File: config.mk
export PLATFORM = sky130hd
export DESIGN_NAME = fv_serial_rx_flat
export DESIGN_NICKNAME = d
export VERILOG_FILES = /design/src/design/fv_cfg_pkg.sv /design/src/design/fv_load_if.sv /design/src/design/fv_serial_rx.sv /design/src/flat_wrapper.sv
export SDC_FILE = /design/constraint.sdc
export NUM_CORES = 1
export LEC_CHECK = 0
export BUFFER_PORTS_ARGS = -buffer_cell sky130_fd_sc_hd__buf_2
export CAP_MARGIN = 20
export CORE_MARGIN = 2
export CORE_UTILIZATION = 50
export DETAILED_ROUTE_END_ITERATION = 8
export PLACE_DENSITY_LB_ADDON = 0.1
export SLEW_MARGIN = 20
export SYNTH_ARGS = -nofsm -noshare
export SYNTH_HDL_FRONTEND = slang
export SYNTH_SLANG_ARGS = --single-unit
File: constraint.sdc
create_clock -name clk -period 2.9 [get_ports clk]
set_input_delay 0.145 -clock clk [delete_from_list [all_inputs] [get_ports clk]]
set_output_delay 0.145 -clock clk [all_outputs]
set_load 0.01 [all_outputs]
File: src/design/fv_cfg_pkg.sv
//##################################################
// geometry of one feature-value bank and the vector
// types built from it, shared by RTL and testbench
//##################################################
package fv_cfg_pkg;

    // one line holds four 16-bit features
    localparam int feat_w         = 16;
    localparam int feats_per_line = 4;
    localparam int line_w         = feat_w * feats_per_line;

    // bank holds every node at its largest size
    localparam int num_nodes      = 32;
    localparam int max_lines      = 4;
    localparam int bank_depth     = num_nodes * max_lines;

    localparam int addr_w         = $clog2(bank_depth);
    localparam int node_w         = $clog2(num_nodes);
    localparam int line_idx_w     = $clog2(max_lines);

    // fv_num runs 1..16, so one extra bit over the log
    localparam int fv_num_w       = $clog2(max_lines * feats_per_line) + 1;
    localparam int tag_w          = 2;

    // bit position inside a serial word
    localparam int bit_cnt_w      = $clog2(line_w);

    typedef logic [line_w-1:0]     line_t;
    typedef logic [addr_w-1:0]     addr_t;
    typedef logic [node_w-1:0]     node_t;
    typedef logic [line_idx_w-1:0] line_idx_t;
    typedef logic [tag_w-1:0]      tag_t;

endpackage

File: src/design/fv_load_if.sv
//##################################################
// deserialized load words, serial receiver to bank
// controller, with frame open and close markers
//##################################################
`timescale 1ns/10ps

interface fv_load_if;
    import fv_cfg_pkg::*;

    logic  frame_active;
    // one-cycle pulse, no back-pressure
    logic  word_valid;
    line_t word;
    logic  frame_done;

    modport rx (
        output frame_active,
        output word_valid,
        output word,
        output frame_done
    );

    modport cntl (
        input frame_active,
        input word_valid,
        input word,
        input frame_done
    );

endinterface

File: src/design/fv_serial_rx.sv
//##################################################
// serial load receiver, assembles framed bits into
// 64-bit lines, MSB first, for the bank controller
//##################################################
`timescale 1ns/10ps

module fv_serial_rx (
    input  logic clk,
    input  logic reset,
    input  logic ser_sos,
    input  logic ser_eos,
    input  logic ser_bit,
    fv_load_if.rx load
);
    import fv_cfg_pkg::*;

    logic [bit_cnt_w-1:0] bit_cnt;
    line_t                shift_q;

    assign load.word = shift_q;

    // ser_sos and ser_eos are marker cycles and carry no data bit
    always_ff @(posedge clk or negedge reset) begin
        if (!reset) begin
            load.frame_active <= 1'b0;
            load.word_valid   <= 1'b0;
            load.frame_done   <= 1'b0;
            bit_cnt           <= '0;
        end else begin
            load.word_valid <= 1'b0;
            load.frame_done <= 1'b0;
            if (!load.frame_active) begin
                if (ser_sos) begin
                    load.frame_active <= 1'b1;
                    bit_cnt           <= '0;
                end
            end else if (ser_eos) begin
                // partial word is simply left in the shifter
                load.frame_active <= 1'b0;
                load.frame_done   <= 1'b1;
            end else begin
                bit_cnt <= bit_cnt + 1'b1;
                if (bit_cnt == bit_cnt_w'(line_w - 1)) begin
                    load.word_valid <= 1'b1;
                end
            end
        end
    end

    // data shifter
    always_ff @(posedge clk) begin
        if (load.frame_active && !ser_eos) begin
            shift_q <= {shift_q[line_w-2:0], ser_bit};
        end
    end

    // no new frame marker inside an open frame
    a_sos_outside_frame: assert property (
        @(posedge clk) disable iff (!reset)
        load.frame_active |-> !ser_sos
    );

endmodule

File: src/flat_wrapper.sv
// flat-port wrapper written by rule: the top's interface ports become plain ports
module fv_serial_rx_flat import fv_cfg_pkg::*;
  (clk, reset, ser_sos, ser_eos, ser_bit, load_frame_active, load_word_valid, load_word, load_frame_done);
  fv_load_if load_i ();
  input  logic clk;
  input  logic reset;
  input  logic ser_sos;
  input  logic ser_eos;
  input  logic ser_bit;
  output wire logic [$bits(load_i.frame_active)-1:0] load_frame_active;
  output wire logic [$bits(load_i.word_valid)-1:0] load_word_valid;
  output wire logic [$bits(load_i.word)-1:0] load_word;
  output wire logic [$bits(load_i.frame_done)-1:0] load_frame_done;
  assign load_frame_active = load_i.frame_active;
  assign load_word_valid = load_i.word_valid;
  assign load_word = load_i.word;
  assign load_frame_done = load_i.frame_done;
  fv_serial_rx u_core (.clk(clk), .reset(reset), .ser_sos(ser_sos), .ser_eos(ser_eos), .ser_bit(ser_bit), .load(load_i));
endmodule
=== Word-level counts from Yosys, hierarchy flattened ===
Index checks and enable logic that the tools add are counted.

* Reduce and logical (&&, ||, !) cells: 4
* Muxes and demuxes: 11
* $add $sub $neg: 1
* Equality and inequality tests: 2

{| class="wikitable"
|+ Operator list
! operator !! count
|-
| two-way mux 6 bit || 3
|-
| two-way mux 1 bit || 8
|-
| adder 6 x 1 -> 6 bit, second input constant || 1
|-
| equality test 6 bit, second input constant || 1
|-
| inequality test 2 bit, second input constant || 1
|-
| AND reduction 2 bit || 1
|-
| nonzero test 2 bit || 1
|-
| logical AND 1 bit || 1
|-
| logical NOT 1 bit || 1
|}

* Output and inout port bits: 67
* Word-level logic and storage cells: 23
* Input port bits: 5
* Register bits: 73

=== Depth between registers and ports, before layout ===
Gate-level depths: netlist of the first run.

* Depth in word-level cells: 4
* Mapped depth: 5
* Depth with buffers taken out: 4

=== Least setup slack after synthesis of the first run ===
Ideal clock, no wire load.

* Path kind: register to register
* From: register u_core.load.frame_active
* To: register u_core.bit_cnt[0]
* Clock period less this slack: 1.938 ns
* Library setup time: 0.126 ns
* Required time: 2.774 ns
* Path slack: 0.962 ns
* Buffers on the path: 1
* Cell stages (with the launch flop): 5
* Arrival time: 1.813 ns
* Path through: dfrtp_1 -> nor2b_1 -> buf_2 -> a21oi_4 -> mux2_2

* Word-level cells in the longest chain between the ends: 2
* Elaborated cells on any way between the ends: 4
* Those cells by class: eq/ne: 1; mux: 1; reduce/logical: 2

{| class="wikitable"
|+ Ends and longest elaborated chain
! item !! RTL line !! source
|-
| start: declaration || fv_load_if.sv:17 || <nowiki>output frame_active,</nowiki>
|-
| start signal: assignment || fv_serial_rx.sv:25 || <nowiki>load.frame_active <= 1'b0;</nowiki>
|-
| start signal: assignment || fv_serial_rx.sv:34 || <nowiki>load.frame_active <= 1'b1;</nowiki>
|-
| start signal: assignment || fv_serial_rx.sv:39 || <nowiki>load.frame_active <= 1'b0;</nowiki>
|-
| inequality test 2 bit (no line) / nonzero test 2 bit (equally long branches) || n/a ||
|-
| AND reduction 2 bit (no line) || n/a ||
|-
| end signal: assignment || fv_serial_rx.sv:42 || <nowiki>bit_cnt <= bit_cnt + 1'b1;</nowiki>
|-
| end: declaration || fv_serial_rx.sv:17 || <nowiki>logic [bit_cnt_w-1:0] bit_cnt;</nowiki>
|}

Several ways; a longest one is shown, not always the timed one.
A chain may end at the register's enable or synchronous reset.

=== Worst setup path after layout of the first run ===
Ends and elaborated chain as after synthesis.

==> reports/qor.yml, run 1 <==
synthesis:
  yosysSeqAreaShare_pct: 91.7
  ys_warn_count: 0
  ys_ff_latch: 73
  synth_compound_area_share_pct: 3.10
  synth_top_family_by_area: "compound AO/OA/AOI/OAI gates"
  yosys-mux-area-fraction_pct: 0.481
  syn_nets: 106
  synth_cell_type_count: 22
  synth_adder_area_share_pct: 0.534
  syn_area_per_cell_um2: 23.4
  synthSimpleGateAreaFrac_pct: 2.78
  synth_area_um2: 2340
  synth_xor_area_share_pct: 0.748
  synthCells: 100
floorplan:
  core-area_um2: 4440
  ios: 72
  start_util_pct: 52.7
  chipHeight_um: 72.4
  row_count: 24
  die_x_um: 72.4
  fp.dieArea_um2: 5250
setup_path:
  path_max_fanout: 36
  crit_type: "flop to flop"
  path_buf_inv: 1
  end_kind: "flop"
  critical_path.top_delay_family: "flip-flops"
  slowest_delay_ns: 0.44
  worstPathArrival_ns: 1.69
  slowest_stage: "dfrtp_1"
  crit_path_start_kind: "flop"
  cp.required_ns: 3.11
  cp_cell_sequence: "nor2b_4 -> buf_4 -> a21oi_4 -> mux2_2"
global_routing:
  grt_use_met1_pct: 21.0
  met2_usage_pct: 22.2
  grt_pass1_wl_um: 5820
  grtUsageTotal_pct: 15.1
  grt_max_degree: 37
  top_usage_layer: "met2"
  antenna_found_initial: 0
  grt_pass1_vias: 1165
  overflow: 0
  grt_use_met3_pct: 5.00
clocking:
  cts_tree: "yes"
  post_cts_resized: 0
  htreeDepth: 3
  root_buffer: "clkbuf_8"
  ctsHoldBuffers: 2
  cts_buffer_depth: 2
  cts_made_buffers: 9
  cts_setup_buffers: 0
  clock-sinks: 73
  clkTransAtPathRegs_ns: 0.07
  clock_latency_ns: 0.32
cells_and_area:
  drive_above_1_share_pct: 48.4
  layout_common_cells: "buf_2, edfxtp_1, clkbuf_8, dfrtp_1, inv_1"
  antenna_cells: 0
  layout.nets: 191
  fin_cells: 242
  layout_commonest_cell: "buf_2"
  final_util_pct: 67.7
  final_area_um2: 3010
  areaGrowthSynthToFinish_pct: 28.5
drt:
  vias_per_cell: 5.11
  post_drt_wl_per_cell_um: 15.6
  drcViolationCount: 0
  num_vias: 1237
  ant_nets: 0
  drt_iter0_drc: 68
  drt-pass1-iter-count: 4
  routed_wl_um: 3780
timing:
  finalSetupViolCount: 0
  slew_viol_final: 0
  period_minus_slack_ns: 1.48
  worst_pin_slew_ns: 0.437
  whs_ns: 0.0905
  fmax_ghz: 0.674
  finalCritPeriodShare_pct: 51.1
  setup-tns-final_ns: 0
  fin_ws_ns: 1.42
  finalHoldViolCount: 0
  slew_headroom_pct: 70.9
  finalClockSkew_ns: 0.00463
  grt_setup_unrepaired: "false"
placed_design:
  portBuffers: 71
  dp.cells: 224
  placed_cell_area_um2: 2780
  hpwlAfterDp_um: 2490
  place_congestion: 0.737
  pre_cts_ws_ns: 1.43
pwr:
  ir_drop_uv: 532
  p_leak_nw: 1.12
  power_mw: 2.26
  powerDensity_nw_per_um2: 751
worst_hold_path:
  hold_path_class: "input port to flop"
status:
  outcome: "complete, no violations"
run:
  maxCapViolCount: 0
layout make-up:
cell class | instances | area (µm²)
Sequential cell | 73 | 2150
Clock inverter | 6 | 82.6
Clock buffer | 10 | 128
Fill cell | 304 | 1430
Timing Repair Buffer | 75 | 390
Multi-Input combinational cell | 23 | 186
Inverter | 3 | 11.3
Tap cell | 52 | 65.1
synth_stat cells:
| cell type | count | area share (%) |
|---|---|---|
| edfxtp_1 | 64 | 82 |
| dfrtp_1 | 9 | 9.6 |
| inv_1 | 3 | 0.48 |
| a22o_1 | 2 | 0.75 |
| nand2_1 | 2 | 0.32 |
| nand2b_1 | 2 | 0.53 |
| nand3_1 | 2 | 0.43 |
| xnor2_1 | 2 | 0.75 |
| a21oi_1 | 1 | 0.21 |
| a21oi_4 | 1 | 0.69 |
| a22o_2 | 1 | 0.43 |
| a31oi_1 | 1 | 0.27 |
| and2_1 | 1 | 0.27 |
| buf_2 | 1 | 0.21 |
| ha_1 | 1 | 0.53 |
| mux2_2 | 1 | 0.48 |
| nand3_2 | 1 | 0.43 |
| nor2b_1 | 1 | 0.27 |
| nor3_1 | 1 | 0.21 |
| o311ai_0 | 1 | 0.37 |
| o311ai_1 | 1 | 0.37 |
| or4_1 | 1 | 0.32 |
path summary, 6_finish.rpt:
path	cells after the start	from	to	slack, ns
max	4	u_core.load.frame_active	u_core.bit_cnt[0]	1.42
min	2	ser_sos	u_core.bit_cnt[5]	0.09
max reg2reg	4	u_core.load.frame_active	u_core.bit_cnt[0]	1.42
min reg2reg	0	u_core.load.word[25]	u_core.load.word[26]	0.45
max in group asynchronous	2	reset	u_core.bit_cnt[4]	2.52
min in group asynchronous	2	reset	u_core.bit_cnt[5]	0.20
routing by layer:
layer / vias to the layer above / wire length [µm]
met1: 628 / 1740
met3: 4 / 213
li1: 559 / -
met5: - / 0
met4: 0 / 38
met2: 46 / 1790
state kept, by name, indices dropped and copies added (netlist names):
signal and cells:
u_core.load.word_valid 1, u_core.load.frame_active 1, u_core.load.frame_done 1, u_core.load.word 64, u_core.bit_cnt 6
report_power, final:
group          switching [mW]  leakage, nW  total, mW  internal [mW]
Combinational          0.0977        0.343      0.160         0.0624
Clock                   0.348        0.108      0.828          0.480
Sequential             0.0460        0.672       1.27           1.23
Total                   0.491         1.12       2.26           1.77
cell families after synthesis:
logic type,Yosys count
compound gates,8
xor+xnor,2
simple gates,11
mux,1
flops,73
buf+inv,4
fa+ha+maj,1
Note: power is estimated with default switching activity, not from simulation.
==> run 2, diff against run 1 <==
Settings changed: CORE_UTILIZATION 50 to 49.
Clock period 2.9 ns to 1.55 ns, I/O delays scaled along.
==> run 2 against run 1 <==
Against the previous run: worst setup slack worse by 1.2 ns; global-route usage is 0.34 points lower; critical path depth down 2; count of clock-buffer cells in the layout down 1; final cell count rose by 0.83%; critical path type unchanged; wire length shrank 1.1%; clock power increased by 71%; power grew 82%; combinational power is 97% higher; sequential cell count stayed put; utilization is 2.9 points lower; sequential share of layout area shrank 0.27 points.
==> reports/qor.yml, run 2 (synthesis results as in run 1) <==
status:
  outcome: "complete, no violations"
clocking:
  clkTransAtPathRegs_ns: 0.08  # about the same
  cts_tree: "yes"
  htreeDepth: 3  # unchanged
  clock_latency_ns: 0.33  # about the same
  cts_buffer_depth: 2  # unchanged
  root_buffer: "clkbuf_8"
  clock-sinks: 73  # unchanged
  cts_made_buffers: 9  # unchanged
pwr:
  switching_share_pct: 23.2  # +1.5 points
  power_mw: 4.12  # +82%
  p_leak_nw: 1.11  # -1.0%
  p_clk_share_pct: 34.6  # -2.0 points
  p_int_mw: 3.16  # +79%
  powerDensity_nw_per_um2: 1360  # +81%
  p_switching_mw: 0.956  # +95%
  comb_power_share_pct: 7.6  # +0.5 points
  p_seq_share_pct: 57.8  # +1.5 points
  ir_drop_uv: 635  # +19%
global_routing:
  grt_pass1_wl_um: 5490  # -5.7%
  grt_max_degree: 36  # -2.7%
  grtUsageTotal_pct: 14.8  # -0.34 points
  antenna_found_initial: 0  # unchanged
  overflow: 0  # unchanged
  grt_pass1_vias: 1115  # -4.3%
cells_and_area:
  drive_above_1_share_pct: 48.9  # +0.53 points
  multiInputGateArea_um2: 186  # unchanged
  antenna_cells: 0  # unchanged
  layout_commonest_cell: "buf_2"
  final_util_pct: 64.8  # -2.9 points
  ff_latch_area_um2: 2150  # unchanged
  layout_common_cells: "buf_2, edfxtp_1, clkbuf_8, dfrtp_1"
  final_area_um2: 3020  # +0.37%
  areaGrowthSynthToFinish_pct: 29.0
  largest_reg_flops: 64  # unchanged
  layout.nets: 191  # unchanged
  fillers: 318  # +4.6%
timing:
  fmax_ghz: 0.723  # +7.3%
  worst_pin_slew_ns: 0.331  # -0.106 ns
  grt_setup_unrepaired: "false"
  finalCritPeriodShare_pct: 89.2  # +38 points
  slew_viol_final: 0  # unchanged
  period_minus_slack_ns: 1.38  # -0.101 ns
  finalClockSkew_ns: 0.00581  # +0.00118 ns
  setup-tns-final_ns: 0  # unchanged
  finalHoldViolCount: 0  # unchanged
  whs_ns: 0.0155  # -0.0750 ns
  slew_headroom_pct: 77.7  # +6.8 points
  finalSetupViolCount: 0  # unchanged
drt:
  drt_iter0_drc: 78  # +15%
  routed_wl_um: 3740  # -1.1%
  dr_wl_met2_um: 1730  # -3.6%
  post_drt_wl_per_cell_um: 15.3  # -1.9%
  dr_wl_met3_um: 250  # +17%
  met1Wirelength_um: 1720  # -0.92%
  drt-pass1-iter-count: 4  # unchanged
  num_vias: 1182  # -4.4%
  drcViolationCount: 0  # unchanged
  ant_nets: 0  # unchanged
  top_layer: "met4"
  vias_per_cell: 4.84  # -5.2%
floorplan:
  die_x_um: 73.1  # +0.96%
  ios: 72  # unchanged
  start_util_pct: 50.3  # -2.4 points
  fp.dieArea_um2: 5350  # +1.9%
  row_count: 25  # +4.2%
  core-area_um2: 4660  # +4.9%
  chipHeight_um: 73.1  # +0.96%
setup_path:
  cp.required_ns: 1.57  # -1.54 ns
  regToRegStartpoint: "u_core.load.frame_active"
  crit_type: "flop to flop"
  cp_cell_sequence: "nor2b_4 -> buf_12"
  path_max_fanout: 35  # -2.8%
  reg2reg_depth: 2  # -2
  crit_path_start_kind: "flop"
  worstPathArrival_ns: 1.41  # -0.28 ns
  slowest_stage: "dfrtp_1"
  slowest_delay_ns: 0.43  # about the same
  path_buf_inv: 1  # unchanged
  r2r-end: "u_core.load.word[25]"
  end_kind: "flop"
  critical_path.top_delay_family: "flip-flops"
  r2r_slack_ns: 0.17  # -1.25 ns
worst_hold_path:
  whs_path_depth: 2  # unchanged
  min_to: "u_core.bit_cnt[5]"
  hold_path_class: "input port to flop"
  min_from: "ser_sos"
run:
  maxCapViolCount: 0  # unchanged
placed_design:
  portBuffers: 71  # unchanged
  place_congestion: 0.711  # -3.6%
  hpwlAfterDp_um: 2480  # -0.54%
  placed_cell_area_um2: 2810  # +0.99%
-- run 2: cell types whose count changed in the layout (fill, tap and decap cells not counted), sizes merged --
cell	change
clkinvlp	+3
clkbuf	-1
clkinv	-2
inv	+1
bufinv	-1
-- run 2: worst max-delay path by stage --
stage / start / endpoint / slack (ns) / cells after the start
2_1_floorplan: u_core.load.frame_active / u_core.bit_cnt[0] / 0.05 / 4
3_3_place_gp: u_core.load.frame_active / u_core.load.word[63] / 0.21 / 2
3_5_place_dp: u_core.load.frame_active / u_core.bit_cnt[2] / 0.18 / 4
4_1_cts: u_core.load.frame_active / u_core.bit_cnt[2] / 0.16 / 4
5_1_grt: u_core.load.frame_active / u_core.bit_cnt[2] / 0.06 / 4
6_report: u_core.load.frame_active / u_core.load.word[25] / 0.17 / 2
-- run 2: cell type report --
type	count	area share, %
inverter	3	0.373
multi-input combinational	23	6.17
tap	54	2.24
timing repair buffer	75	13.7
sequential	73	71.1
clock buffer	9	4.10
clock inverter	7	2.32
-- run 2: routing by layer --
layer  track usage (%)  vias up
li1                  -      561
met1              20.2      569
met2              19.7       47
met3              6.77        5
met4              8.02        0
met5                 0        -
-- run 2: stage by stage --
stage                     instances  setup slack, ns
after floorplan                 100           0.0520
after global placement          226            0.211
after detailed placement        226            0.180
after CTS                       244            0.158
after global routing            244           0.0580
final                           244            0.168
-- run 2: timing repair --
action / 4_1_cts / 5_1_grt
resized for setup: 0 / 0
setup buffers: 0 / 0
hold buffers: 2 / 0
endpoints found under the hold margin: 10 / 0
endpoints found under the setup margin: 0 / 0
-- run 2: power groups by stage --
| stage | sequential [mW] | clock [mW] | combinational (mW) |
|---|---|---|---|
| after detailed placement | 2.42 | 0 | 0.319 |
| after CTS | 2.38 | 1.47 | 0.322 |
| final | 2.38 | 1.42 | 0.315 |
| after global routing | 2.40 | 1.54 | 0.345 |
| after floorplan | 2.45 | 0 | 0.121 |
| after global placement | 2.41 | 0 | 0.308 |
==> run 3, diff against run 2 <==
Settings changed: CORE_UTILIZATION 49 to 50, GPL_TIMING_DRIVEN set to 0.
Clock period 1.55 ns to 1.7 ns, I/O delays scaled along.
==> run 3 against run 2 <==
Against the previous run: wire length down 3.7%; non-clock buffer count down 1; global-route usage down 0.083 points; critical endpoint is now u_core.bit_cnt[0]; largest power group unchanged.
==> reports/qor.yml, run 3 (synthesis results as in run 1) <==
status:
  outcome: "complete, no violations"
pwr:
  power_mw: 3.68  # -11%
  p_clk_share_pct: 33.8  # -0.8 points
  p_leak_nw: 1.10  # -1.1%
  comb_power_share_pct: 7.2  # -0.4 points
  p_int_mw: 2.87  # -9.4%
  p_seq_share_pct: 59.0  # +1.2 points
  powerDensity_nw_per_um2: 1230  # -9.5%
  p_switching_mw: 0.811  # -15%
  ir_drop_uv: 635  # about the same
  switching_share_pct: 22.1  # -1.1 points
cells_and_area:
  antenna_cells: 0  # unchanged
  fin_cells: 241  # -1.2%
  areaGrowthSynthToFinish_pct: 27.1
  final_util_pct: 67.0  # +2.2 points
  ff_latch_area_um2: 2150  # unchanged
  layout_commonest_cell: "buf_2"
  layout_common_cells: "buf_2, edfxtp_1, clkbuf_8, dfrtp_1, inv_1"
  fillers: 330  # +3.8%
  largest_reg_flops: 64  # unchanged
  drive_above_1_share_pct: 47.1  # -1.9 points
  multiInputGateArea_um2: 179  # -4.0%
  layout.nets: 190  # -0.52%
  final_area_um2: 2980  # -1.4%
setup_path:
  cp.required_ns: 1.91  # +0.34 ns
  end_kind: "flop"
  crit_path_start_kind: "flop"
  critical_path.top_delay_family: "buffers and inverters"
  regToRegStartpoint: "u_core.load.frame_active"
  slowest_stage: "clkbuf_8"
  r2r-end: "u_core.bit_cnt[0]"
  crit_type: "flop to flop"
  r2r_slack_ns: 0.1  # -0.07 ns
  path_buf_inv: 1  # unchanged
  slowest_delay_ns: 0.48  # +0.05 ns
  worstPathArrival_ns: 1.81  # +0.40 ns
  path_max_fanout: 72  # +110%
  reg2reg_depth: 4  # +2
  cp_cell_sequence: "nor2b_1 -> clkbuf_8 -> a21oi_4 -> mux2_2"
drt:
  ant_nets: 0  # unchanged
  post_drt_wl_per_cell_um: 14.9  # -2.5%
  drt-pass1-iter-count: 4  # unchanged
  routed_wl_um: 3600  # -3.7%
  num_vias: 1194  # +1.0%
  drcViolationCount: 0  # unchanged
  drt_iter0_drc: 112  # +44%
  vias_per_cell: 4.95  # +2.3%
clocking:
  clkTransAtPathRegs_ns: 0.07  # about the same
  cts_made_buffers: 9  # unchanged
  cts_setup_buffers: 0  # unchanged
  cts_tree: "yes"
  clock-sinks: 73  # unchanged
  htreeDepth: 3  # unchanged
  clock_latency_ns: 0.32  # about the same
  cts_buffer_depth: 2  # unchanged
  root_buffer: "clkbuf_8"
placed_design:
  portBuffers: 71  # unchanged
  place_congestion: 0.765  # +7.7%
  hpwlAfterDp_um: 2280  # -8.0%
  dp.cells: 223  # -1.3%
  placed_cell_area_um2: 2770  # -1.5%
floorplan:
  die_x_um: 72.4  # -0.95%
  ios: 72  # unchanged
  start_util_pct: 52.7  # +2.4 points
  core-area_um2: 4440  # -4.6%
  row_count: 24  # -4.0%
  chipHeight_um: 72.4  # -0.95%
  fp.dieArea_um2: 5250  # -1.9%
global_routing:
  grt_pass1_vias: 1105  # -0.90%
  grt_use_met1_pct: 18.8  # -1.4 points
  antenna_found_initial: 0  # unchanged
  grt_pass1_wl_um: 5500  # +0.13%
  top_usage_layer: "met2"
  overflow: 0  # unchanged
  grtUsageTotal_pct: 14.7  # -0.083 points
  grt_use_met3_pct: 5.14  # -1.6 points
  met2_usage_pct: 21.4  # +1.7 points
  grt_max_degree: 73  # +100%
timing:
  slew_viol_final: 0  # unchanged
  slew_headroom_pct: 65.0  # -13 points
  finalHoldViolCount: 0  # unchanged
  finalCritPeriodShare_pct: 94.2  # +5.0 points
  finalSetupViolCount: 0  # unchanged
  finalClockSkew_ns: 0.00345  # -0.00235 ns
  period_minus_slack_ns: 1.60  # +0.219 ns
  worst_pin_slew_ns: 0.524  # +0.193 ns
  fmax_ghz: 0.624  # -14%
  grt_setup_unrepaired: "false"
worst_hold_path:
  min_from: "ser_eos"
  min_to: "u_core.load.frame_done"
  hold_path_class: "input port to flop"
  whs_path_depth: 2  # unchanged
run:
  maxCapViolCount: 0  # unchanged
==> run 3: cell types whose count changed in the layout (fill, tap and decap cells not counted) <==
cell | before | now
nor2b_1 | 0 | 1
clkinv_4 | 0 | 1
buf_12 | 2 | 0
clkbuf_1 | 0 | 1
nor2b_4 | 1 | 0
clkbuf_8 | 9 | 10
clkinv_1 | 1 | 2
inv_6 | 1 | 0
clkinvlp_4 | 3 | 1
==> run 3: area by class of cell <==
type | instances | area share, %
flip-flops and latches | 73 | 72.1
inverters | 3 | 0.378
repair buffers | 73 | 12.6
well taps | 52 | 2.18
multi-input cells | 23 | 6.01
clock inverters | 6 | 1.97
clock buffers | 10 | 4.29
plain buffers | 1 | 0.462
==> run 3: how the worst max path moves through the flow <==
stage	slack, ns	start	to	cells after the start
2_1_floorplan	0.09	u_core.load.frame_active	u_core.bit_cnt[0]	4
3_3_place_gp	-0.01	u_core.load.frame_active	u_core.bit_cnt[0]	4
3_5_place_dp	-0.07	u_core.load.frame_active	u_core.bit_cnt[0]	4
4_1_cts	0.07	u_core.load.frame_active	u_core.bit_cnt[0]	4
5_1_grt	0.007	u_core.load.frame_active	u_core.bit_cnt[0]	4
6_report	0.1	u_core.load.frame_active	u_core.bit_cnt[0]	4
==> run 3: metal layers <==
metal	vias up	share of wire (%)
li1	558	-
met1	583	46
met2	46	46
met3	7	6.4
met4	0	2.0
met5	-	0
==> run 3: metrics by stage <==
step	hold slack (ns)	setup TNS [ns]	setup WS (ns)
after floorplan	-0.211	0	0.0943
after global routing	0.0216	0	0.00693
after CTS	0.00792	0	0.0687
after detailed placement	-0.0566	-0.175	-0.0717
final	0.0268	0	0.0983
after global placement	-0.0615	-0.0174	-0.0130
==> run 3: repair_timing <==
action	in CTS	in global routing
hold buffers	2	0
endpoints found under the setup margin	3	3
endpoints found under the hold margin	10	0
pin swaps	0	0
gates resized for setup	1	1
==> run 3: power by group through the flow <==
| stage | clock (mW) | sequential, mW | combinational (mW) |
|---|---|---|---|
| 2_1_floorplan | 0 | 2.24 | 0.109 |
| 3_3_place_gp | 0 | 2.20 | 0.261 |
| 3_5_place_dp | 0 | 2.21 | 0.266 |
| 4_1_cts | 1.28 | 2.17 | 0.272 |
| 5_1_grt | 1.36 | 2.19 | 0.293 |
| 6_report | 1.24 | 2.17 | 0.266 |
